[config.mk]
export PLATFORM = sky130hd
export DESIGN_NAME = fsync_network
export DESIGN_NICKNAME = d
export VERILOG_FILES = /design/src/logic/fsync_pkg.sv /design/src/logic/fsync_if.sv /design/src/logic/fsync_monitor.sv /design/src/logic/fsync_network.sv /design/src/logic/fsync_node.sv /design/src/logic/fsync_tile_port.sv /design/src/logic/fsync_wait_timer.sv
export SDC_FILE = /design/constraint.sdc
export NUM_CORES = 1
export LEC_CHECK = 0
export BUFFER_PORTS_ARGS = -buffer_cell sky130_fd_sc_hd__buf_4
export CAP_MARGIN = 20
export CORE_MARGIN = 2
export CORE_UTILIZATION = 30
export DETAILED_ROUTE_END_ITERATION = 8
export GPL_ROUTABILITY_DRIVEN = 1
export HOLD_SLACK_MARGIN = 0.1
export PLACE_DENSITY = 0.5
export SLEW_MARGIN = 20
export SYNTH_ARGS = -nofsm -noshare
export SYNTH_HDL_FRONTEND = slang
export SYNTH_SLANG_ARGS = --single-unit
[constraint.sdc]
create_clock -name clk_i -period 4.85 [get_ports clk_i]
set_input_delay 0.2425 -clock clk_i [delete_from_list [all_inputs] [get_ports clk_i]]
set_output_delay 0.2425 -clock clk_i [all_outputs]
set_load 0.03 [all_outputs]
[src/logic/fsync_pkg.sv]
// Shared types and default sizes of the barrier sync network.
// Level 0 is unused. Levels 1 to LEVELS are legal and larger values get rejected.
// LVL_W must hold LEVELS+1 so that an over-range request can still be encoded.
`default_nettype none

package fsync_pkg;

  // Barrier level carried up the tree
  localparam int unsigned LVL_W = 3;
  typedef logic [LVL_W-1:0] lvl_t;

  // Mesh size and watchdog defaults
  localparam int unsigned DEFAULT_N_TILES    = 16;
  localparam int unsigned DEFAULT_WAIT_LIMIT = 64;

  // Monitor counters saturate at all ones
  localparam int unsigned CNT_W = 16;
  typedef logic [CNT_W-1:0] cnt_t;

  // Node FSM
  // COLLECT   waits for both children
  // FORWARDED waits for the parent's reply
  // REPLY     drives wake or rej for one cycle
  typedef enum logic [1:0] {
    COLLECT   = 2'd0,
    FORWARDED = 2'd1,
    REPLY     = 2'd2
  } node_state_e;

endpackage

`default_nettype wire

[src/logic/fsync_if.sv]
// Parent/child link of the sync tree.
// The child holds req and lvl until it sees wake or rej. The parent pulses
// wake or rej for one cycle and only towards a child whose req is high.
`timescale 1ns/10ps
`default_nettype none

interface fsync_if;

  // Child to parent
  logic            req;
  fsync_pkg::lvl_t lvl;

  // Parent to child, one-cycle pulses
  logic            wake;
  logic            rej;

  modport parent (
    input  req,
    input  lvl,
    output wake,
    output rej
  );

  modport child (
    output req,
    output lvl,
    input  wake,
    input  rej
  );

endinterface

`default_nettype wire

[src/logic/fsync_monitor.sv]
// Collects node pulses into a sticky error flag and two counters.
// Both counters saturate at all ones. Outputs follow a pulse by one cycle.
// error_o clears only on reset.
`timescale 1ns/10ps
`default_nettype none

module fsync_monitor #(
  parameter int unsigned N_NODES = fsync_pkg::DEFAULT_N_TILES - 1
) (
  input  logic               clk_i,
  input  logic               rst_i,
  input  logic [N_NODES-1:0] done_i,
  input  logic [N_NODES-1:0] err_i,
  output logic               error_o,
  output fsync_pkg::cnt_t    error_cnt_o,
  output fsync_pkg::cnt_t    barrier_cnt_o
);

  logic            error_q;
  fsync_pkg::cnt_t error_cnt_q;
  fsync_pkg::cnt_t barrier_cnt_q;

  // Add the number of set bits, clamping at the counter maximum
  function automatic fsync_pkg::cnt_t sat_add(fsync_pkg::cnt_t base, logic [N_NODES-1:0] bits);
    logic [fsync_pkg::CNT_W:0] sum;
    sum = {1'b0, base};
    for (int i = 0; i < N_NODES; i++) begin
      sum = sum + (fsync_pkg::CNT_W + 1)'(bits[i]);
    end
    return sum[fsync_pkg::CNT_W] ? '1 : sum[fsync_pkg::CNT_W-1:0];
  endfunction

  always_ff @(posedge clk_i) begin
    if (rst_i) begin
      error_q       <= 1'b0;
      error_cnt_q   <= '0;
      barrier_cnt_q <= '0;
    end else begin
      error_q       <= error_q || (|err_i);
      error_cnt_q   <= sat_add(error_cnt_q, err_i);
      barrier_cnt_q <= sat_add(barrier_cnt_q, done_i);
    end
  end

  assign error_o       = error_q;
  assign error_cnt_o   = error_cnt_q;
  assign barrier_cnt_o = barrier_cnt_q;

endmodule

`default_nettype wire

[src/logic/fsync_network.sv]
// Barrier sync network for N_TILES tiles, built as a binary tree.
// N_TILES must be a power of two, at least 2, and LEVELS = log2(N_TILES)
// must fit below the top lvl_t value. Tiles 2j and 2j+1 share a depth-1 node.
// Strobes are single-cycle; a strobe while busy is ignored.
`timescale 1ns/10ps
`default_nettype none

module fsync_network #(
  parameter int unsigned N_TILES    = fsync_pkg::DEFAULT_N_TILES,
  parameter int unsigned WAIT_LIMIT = fsync_pkg::DEFAULT_WAIT_LIMIT
) (
  input  logic                           clk_i,
  input  logic                           rst_i,
  input  logic            [N_TILES-1:0]  sync_req_i,
  input  fsync_pkg::lvl_t [N_TILES-1:0]  sync_lvl_i,
  output logic            [N_TILES-1:0]  busy_o,
  output logic            [N_TILES-1:0]  wake_o,
  output logic            [N_TILES-1:0]  reject_o,
  output logic                           error_o,
  output fsync_pkg::cnt_t                error_cnt_o,
  output fsync_pkg::cnt_t                barrier_cnt_o
);

  localparam int unsigned LEVELS  = $clog2(N_TILES);
  localparam int unsigned N_NODES = N_TILES - 1;

  if ((N_TILES < 2) || ((N_TILES & (N_TILES - 1)) != 0)) begin : gen_bad_size
    $fatal(1, "fsync_network needs a power-of-two tile count of at least 2");
  end

  // Heap numbering: element k (root is 1, tiles are N_TILES..2*N_TILES-1)
  // talks to its parent over links[k-1]
  fsync_if links [2*N_TILES-1] ();

  logic [N_NODES-1:0] node_done;
  logic [N_NODES-1:0] node_err;

  // Nothing above the root
  assign links[0].wake = 1'b0;
  assign links[0].rej  = 1'b0;

  for (genvar t = 0; t < N_TILES; t++) begin : gen_tile
    fsync_tile_port i_fsync_tile_port (
      .clk_i,
      .rst_i,
      .req_i    ( sync_req_i[t]         ),
      .lvl_i    ( sync_lvl_i[t]         ),
      .up       ( links[N_TILES+t-1]    ),
      .busy_o   ( busy_o[t]             ),
      .wake_o   ( wake_o[t]             ),
      .reject_o ( reject_o[t]           )
    );
  end

  // Depth d holds nodes N_TILES>>d .. (N_TILES>>(d-1))-1
  for (genvar d = 1; d <= LEVELS; d++) begin : gen_depth
    for (genvar j = 0; j < (N_TILES >> d); j++) begin : gen_node
      localparam int unsigned K = (N_TILES >> d) + j;

      fsync_node #(
        .DEPTH      ( d          ),
        .LEVELS     ( LEVELS     ),
        .WAIT_LIMIT ( WAIT_LIMIT )
      ) i_fsync_node (
        .clk_i,
        .rst_i,
        .left   ( links[2*K-1]   ),
        .right  ( links[2*K]     ),
        .up     ( links[K-1]     ),
        .done_o ( node_done[K-1] ),
        .err_o  ( node_err[K-1]  )
      );
    end
  end

  fsync_monitor #(
    .N_NODES ( N_NODES )
  ) i_fsync_monitor (
    .clk_i,
    .rst_i,
    .done_i        ( node_done     ),
    .err_i         ( node_err      ),
    .error_o       ( error_o       ),
    .error_cnt_o   ( error_cnt_o   ),
    .barrier_cnt_o ( barrier_cnt_o )
  );

endmodule

`default_nettype wire

[src/logic/fsync_node.sv]
// Tree node at depth DEPTH (1 pairs two tiles, LEVELS is the root).
// One barrier is pending at a time. The root never forwards, so a level
// above LEVELS ends there as a reject. A lone child waiting WAIT_LIMIT
// cycles is rejected by the watchdog.
`timescale 1ns/10ps
`default_nettype none

module fsync_node #(
  parameter int unsigned DEPTH      = 1,
  parameter int unsigned LEVELS     = 4,
  parameter int unsigned WAIT_LIMIT = fsync_pkg::DEFAULT_WAIT_LIMIT
) (
  input  logic    clk_i,
  input  logic    rst_i,
  fsync_if.parent left,
  fsync_if.parent right,
  fsync_if.child  up,
  output logic    done_o,
  output logic    err_o
);

  localparam bit IS_ROOT = (DEPTH == LEVELS);
  localparam fsync_pkg::lvl_t MY_LVL = fsync_pkg::lvl_t'(DEPTH);

  fsync_pkg::node_state_e state_q;
  fsync_pkg::lvl_t        lvl_q;
  logic                   up_req_q;
  logic                   rep_left_q;
  logic                   rep_right_q;
  logic                   rep_wake_q;
  logic                   done_q;
  logic                   err_q;
  logic                   both_req;
  logic                   timer_run;
  logic                   expire;
  logic                   lvl_match;

  assign both_req  = left.req && right.req;
  assign lvl_match = (left.lvl == right.lvl);
  assign timer_run = (state_q == fsync_pkg::COLLECT) && (left.req ^ right.req);

  fsync_wait_timer #(
    .WAIT_LIMIT ( WAIT_LIMIT )
  ) i_fsync_wait_timer (
    .clk_i,
    .rst_i,
    .run_i    ( timer_run ),
    .expire_o ( expire    )
  );

  always_ff @(posedge clk_i) begin
    if (rst_i) begin
      state_q     <= fsync_pkg::COLLECT;
      up_req_q    <= 1'b0;
      rep_left_q  <= 1'b0;
      rep_right_q <= 1'b0;
      rep_wake_q  <= 1'b0;
      done_q      <= 1'b0;
      err_q       <= 1'b0;
    end else begin
      done_q <= 1'b0;
      err_q  <= 1'b0;
      case (state_q)
        fsync_pkg::COLLECT: begin
          if (both_req) begin
            rep_left_q  <= 1'b1;
            rep_right_q <= 1'b1;
            if (lvl_match && (left.lvl == MY_LVL)) begin
              // Whole group is here
              rep_wake_q <= 1'b1;
              done_q     <= 1'b1;
              state_q    <= fsync_pkg::REPLY;
            end else if (lvl_match && (left.lvl > MY_LVL) && !IS_ROOT) begin
              up_req_q <= 1'b1;
              state_q  <= fsync_pkg::FORWARDED;
            end else begin
              // Mismatch, a level too low, or above the root
              rep_wake_q <= 1'b0;
              err_q      <= 1'b1;
              state_q    <= fsync_pkg::REPLY;
            end
          end else if (expire) begin
            rep_left_q  <= left.req;
            rep_right_q <= right.req;
            rep_wake_q  <= 1'b0;
            err_q       <= 1'b1;
            state_q     <= fsync_pkg::REPLY;
          end
        end
        fsync_pkg::FORWARDED: begin
          // Relay the parent's verdict; the error was counted up there
          if (up.wake || up.rej) begin
            up_req_q   <= 1'b0;
            rep_wake_q <= up.wake;
            state_q    <= fsync_pkg::REPLY;
          end
        end
        default: begin
          state_q <= fsync_pkg::COLLECT;
        end
      endcase
    end
  end

  // Both children carry the same level when forwarded
  always_ff @(posedge clk_i) begin
    if ((state_q == fsync_pkg::COLLECT) && both_req) begin
      lvl_q <= left.lvl;
    end
  end

  assign left.wake  = (state_q == fsync_pkg::REPLY) && rep_left_q && rep_wake_q;
  assign left.rej   = (state_q == fsync_pkg::REPLY) && rep_left_q && !rep_wake_q;
  assign right.wake = (state_q == fsync_pkg::REPLY) && rep_right_q && rep_wake_q;
  assign right.rej  = (state_q == fsync_pkg::REPLY) && rep_right_q && !rep_wake_q;
  assign up.req     = up_req_q;
  assign up.lvl     = lvl_q;
  assign done_o     = done_q;
  assign err_o      = err_q;

  // Replies only reach a child still holding req, and never both kinds
  assert property (@(posedge clk_i) disable iff (rst_i)
    (left.wake || left.rej) |-> (left.req && !(left.wake && left.rej)));
  assert property (@(posedge clk_i) disable iff (rst_i)
    (right.wake || right.rej) |-> (right.req && !(right.wake && right.rej)));

  if (IS_ROOT) begin : gen_root_chk
    assert property (@(posedge clk_i) disable iff (rst_i) !up.req);
  end

endmodule

`default_nettype wire

[src/logic/fsync_tile_port.sv]
// Tile-side leaf of the sync tree. It holds one pending barrier per tile.
// A strobe while busy is illegal and is dropped. The reply pulses reach
// wake_o and reject_o combinationally, in the same cycle as on the link.
`timescale 1ns/10ps
`default_nettype none

module fsync_tile_port (
  input  logic            clk_i,
  input  logic            rst_i,
  input  logic            req_i,
  input  fsync_pkg::lvl_t lvl_i,
  fsync_if.child          up,
  output logic            busy_o,
  output logic            wake_o,
  output logic            reject_o
);

  logic            busy_q;
  fsync_pkg::lvl_t lvl_q;
  logic            accept;
  logic            reply;

  assign accept = req_i && !busy_q;
  assign reply  = up.wake || up.rej;

  always_ff @(posedge clk_i) begin
    if (rst_i) begin
      busy_q <= 1'b0;
    end else if (busy_q && reply) begin
      busy_q <= 1'b0;
    end else if (accept) begin
      busy_q <= 1'b1;
    end
  end

  // Level of the pending barrier
  always_ff @(posedge clk_i) begin
    if (accept) begin
      lvl_q <= lvl_i;
    end
  end

  assign up.req   = busy_q;
  assign up.lvl   = lvl_q;
  assign busy_o   = busy_q;
  assign wake_o   = up.wake;
  assign reject_o = up.rej;

  // Tile side must wait for the reply before the next barrier
  assert property (@(posedge clk_i) disable iff (rst_i)
    req_i |-> !busy_q);

  // Level 0 does not name any group
  assert property (@(posedge clk_i) disable iff (rst_i)
    req_i |-> (lvl_i != '0));

endmodule

`default_nettype wire

[src/logic/fsync_wait_timer.sv]
// Watchdog for a node holding a lone child request.
// expire_o pulses once, WAIT_LIMIT cycles after run_i rises, and the count
// restarts whenever run_i drops. WAIT_LIMIT must be at least 1.
`timescale 1ns/10ps
`default_nettype none

module fsync_wait_timer #(
  parameter int unsigned WAIT_LIMIT = fsync_pkg::DEFAULT_WAIT_LIMIT
) (
  input  logic clk_i,
  input  logic rst_i,
  input  logic run_i,
  output logic expire_o
);

  // One spare value past the limit keeps the pulse single
  localparam int unsigned CNT_BITS = $clog2(WAIT_LIMIT + 2);
  localparam logic [CNT_BITS-1:0] LIMIT = CNT_BITS'(WAIT_LIMIT);

  logic [CNT_BITS-1:0] cnt_q;

  always_ff @(posedge clk_i) begin
    if (rst_i || !run_i) begin
      cnt_q <= '0;
    end else if (cnt_q <= LIMIT) begin
      cnt_q <= cnt_q + 1'b1;
    end
  end

  assign expire_o = run_i && (cnt_q == LIMIT);

endmodule

`default_nettype wire

==> results.cfg <==
[synth]
syn_avg_cell_area_um2 = 9.540
synth_area_leader_cell = dfxtp_1
synth_edf_count = 90
syn_area_um2 = 17270
netlist_top_cells_area = dfxtp_1 32%, edfxtp_1 16%, nor2_1 4.8%, ha_1 4.6%, xor2_1 3.3%
synth.most_common_cell = dfxtp_1
yosys-top-cells-count = 272 x dfxtp_1, 222 x nor2_1, 120 x inv_1, 120 x nand2_1, 90 x edfxtp_1
synth_seq_cells = 362
synth_nets = 1962
ys.flop_type = dfxtp_1
synth_top_area_share_pct = 31.54
async_flop_share_pct = 0
ys_warn_count = 0
syn_inst = 1810
yosysSeqAreaShare_pct = 47.19
synth.distinct_cells = 78

[sta]
finClkSkew_ns = 0.01890
worstMarginPinSlew_ns = 0.9716
grt_setup_unrepaired = false
period_share_pct = 90.02
setup_viol = 0
slew_violations = 0
setup_tns_ns = 0
period_minus_slack_ns = 4.366
final_hold_viol_count = 0
relSlewSlack_pct = 34.73
max_freq_mhz = 229.0
whs_ns = 0.3881

[power_and_ir_drop]
powerDensity_nw_per_um2 = 339.6
p_leak_uw = 0.008024
vdd_drop_max_mv = 0.2277

[detailed_routing]
drc = 0
viasPerCell = 4.777
ant_nets = 0
totalWireLength_um = 40090
via_count = 13310
dr.first_iter.drc_count = 592
wl_per_cell_um = 14.39
drt_first_pass_iters = 5

[clock_network]
cts-root-buf = clkbuf_16
cts_tree = done
cts_buffers = 44
post_cts_resized = 0
cts.sinks = 362
clock_path_buffers = 3
cts.clk_slew.worst_paths_ns = 0.06
clkLatencyLatePin_ns = 0.57
htree_levels = 2

[placement]
dp_hpwl_um = 28570
gp_congestion = 0.8284
port_buffers = 146
place_area_um2 = 18850

[flow_run]
cap_violations = 0

[final_layout]
layout-drive-gt1-share_pct = 12.03
area_growth_pct = 21.97
nFillCells = 5619
fin_area_um2 = 21060
finalNetCount = 2146

[global_route]
grt_max_degree = 76
track_usage_pct = 13.43
grt_pass1_vias = 12890
grt_pass1_wl_um = 65960
antenna_found_initial = 3
globalRouteOverflowTotal = 0

[worst_setup_path]
required_ns = 5.27
endpoint = i_fsync_monitor.barrier_cnt_o[11]$_SDFF_PP0_
cp-start-kind = register
end_kind = register
path_class = reg2reg
arrival_ns = 4.79
startpoint = gen_depth[1].gen_node[0].i_fsync_node.done_o$_SDFF_PP0_
cp_max_fo = 10
worstRegToRegCells = 13
rrSetupSlack_ns = 0.48
r2r-start = gen_depth[1].gen_node[0].i_fsync_node.done_o$_SDFF_PP0_
rr_endpoint = i_fsync_monitor.barrier_cnt_o[11]$_SDFF_PP0_

[floorplan]
top_level_ports = 147
start_util_pct = 30.50
die_w_um = 243.9
core_area_um2 = 56600
die_h_um = 243.9
num_rows = 87
die_area_um2 = 59490

[worst_hold_path]
hold_path.class = in2reg

[status]
status = completed
## per-layer routing
metal,vias to the layer above,wire [µm],share of wire [%],track usage (%)
met2,216,18280,46,21.77
met3,56,1488,3.7,2.501
li1,6793,-,-,-
met1,6244,19220,48,18.05
met4,0,1104,2.8,4.214
met5,-,0,0,0
## worst max-delay path, cell delays in order (launching register included)
cell and delay [ns]:
dfxtp_1 0.31, fa_1 0.53, inv_1 0.05, fa_1 0.56, fa_1 0.44, fa_1 0.49
inv_1 0.04, ha_1 0.21, fa_1 0.42, a21o_1 0.20, a21boi_1 0.28, or4_1 0.39
and4_1 0.24, nor3_1 0.05
## what timing repair did
item / CTS / global route
hold endpoints to repair: 103 / 0
setup buffers: 0 / 0
hold buffers: 69 / 0
## worst min-delay path by stage
| stage | cells after the start | slack [ns] | start | to |
|---|---|---|---|---|
| global route | 2 | 0.36 | sync_lvl_i[45] | gen_tile[15].i_fsync_tile_port.up.lvl[0]$_DFFE_PP_ |
| detailed placement | 1 | 0.42 | sync_lvl_i[10] | gen_tile[3].i_fsync_tile_port.up.lvl[1]$_DFFE_PP_ |
| CTS | 2 | 0.35 | sync_lvl_i[22] | gen_tile[7].i_fsync_tile_port.up.lvl[1]$_DFFE_PP_ |
| floorplan | 0 | 0.34 | sync_lvl_i[0] | gen_tile[0].i_fsync_tile_port.up.lvl[0]$_DFFE_PP_ |
| global placement | 1 | 0.42 | sync_lvl_i[42] | gen_tile[14].i_fsync_tile_port.up.lvl[0]$_DFFE_PP_ |
| finish | 2 | 0.39 | sync_lvl_i[44] | gen_tile[14].i_fsync_tile_port.up.lvl[2]$_DFFE_PP_ |
## per-stage QoR
step           utilization [%]  worst slack, ns  total power (µW)  instances
3_3_place_gp             33.31           0.5572              3744       2635
5_1_grt                  37.20           0.1820              7458       2785
3_5_place_dp             33.31           0.4499              3752       2635
4_1_cts                  37.20           0.4444              7271       2785
2_1_floorplan                -           0.6482              3601       1810
6_report                 37.21           0.4839              7152       2786
## cell families after synthesis
logic type | count (synthesis) | synth area share (%)
AO/OA/AOI/OAI | 307 | 12.23
flip-flops | 362 | 47.19
buffers and inverters | 202 | 5.442
adder cells (fa/ha/maj) | 86 | 7.188
AND/OR/NAND/NOR | 741 | 22.21
multiplexers | 6 | 0.3623
XOR/XNOR | 106 | 5.377
## cells in the final DEF (no fill, tap or decap), types with 17 or more instances in the layout
cell           netlist  layout
nor3_1              64      64
nor4_1              24      24
nor2b_1             47      47
o21ai_0             38      38
a311oi_1            26      26
nand3_1             57      57
xnor2_1             41      41
clkbuf_16            0      47
fa_1                22      22
xor2_1              65      65
edfxtp_1            90      90
or3_1               17      17
nor2_1             222     222
buf_4               48     150
nand2_1            120     120
and3_1              46      46
dlygate4sd3_1        0      69
a31oi_1             21      21
dfxtp_1            272     272
a21oi_1             85      85
nand4_1             25      25
a211oi_1            35      35
ha_1                64      64
inv_1              120     120
## layout make-up
type                    instances  area, µm²  share of cell area [%]
diodes                          1      2.502                 0.01188
clock buffers                  59       1261                   5.989
clock inverters                22      252.7                   1.200
inverters                     121      454.2                   2.157
multi-input cells            1246       8179                   38.84
flip-flops and latches        362       8148                   38.69
well taps                     756      945.9                   4.491
repair buffers                219       1817                   8.626
## sequential cells by signal (all words and copies together), names as in the netlist
name and cells:
gen_depth.gen_node.i_fsync_node.i_fsync_wait_timer.cnt_q 105, gen_tile.i_fsync_tile_port.up.lvl 48, gen_depth.gen_node.i_fsync_node.up.lvl 42, gen_depth.gen_node.i_fsync_node.state_q 29, gen_tile.i_fsync_tile_port.busy_o 16, i_fsync_monitor.barrier_cnt_o 16
i_fsync_monitor.error_cnt_o 16, gen_depth.gen_node.i_fsync_node.done_o 15, gen_depth.gen_node.i_fsync_node.err_o 15, gen_depth.gen_node.i_fsync_node.rep_left_q 15, gen_depth.gen_node.i_fsync_node.rep_right_q 15, gen_depth.gen_node.i_fsync_node.rep_wake_q 15
gen_depth.gen_node.i_fsync_node.up.req 14, i_fsync_monitor.error_o 1
## power by group
part / switching, µW / total (µW) / internal (µW)
Combinational: 250 / 465 / 215
Sequential: 88.3 / 3260 / 3180
Clock: 1330 / 3420 / 2100
No activity file was read; power rests on OpenSTA's default activity.
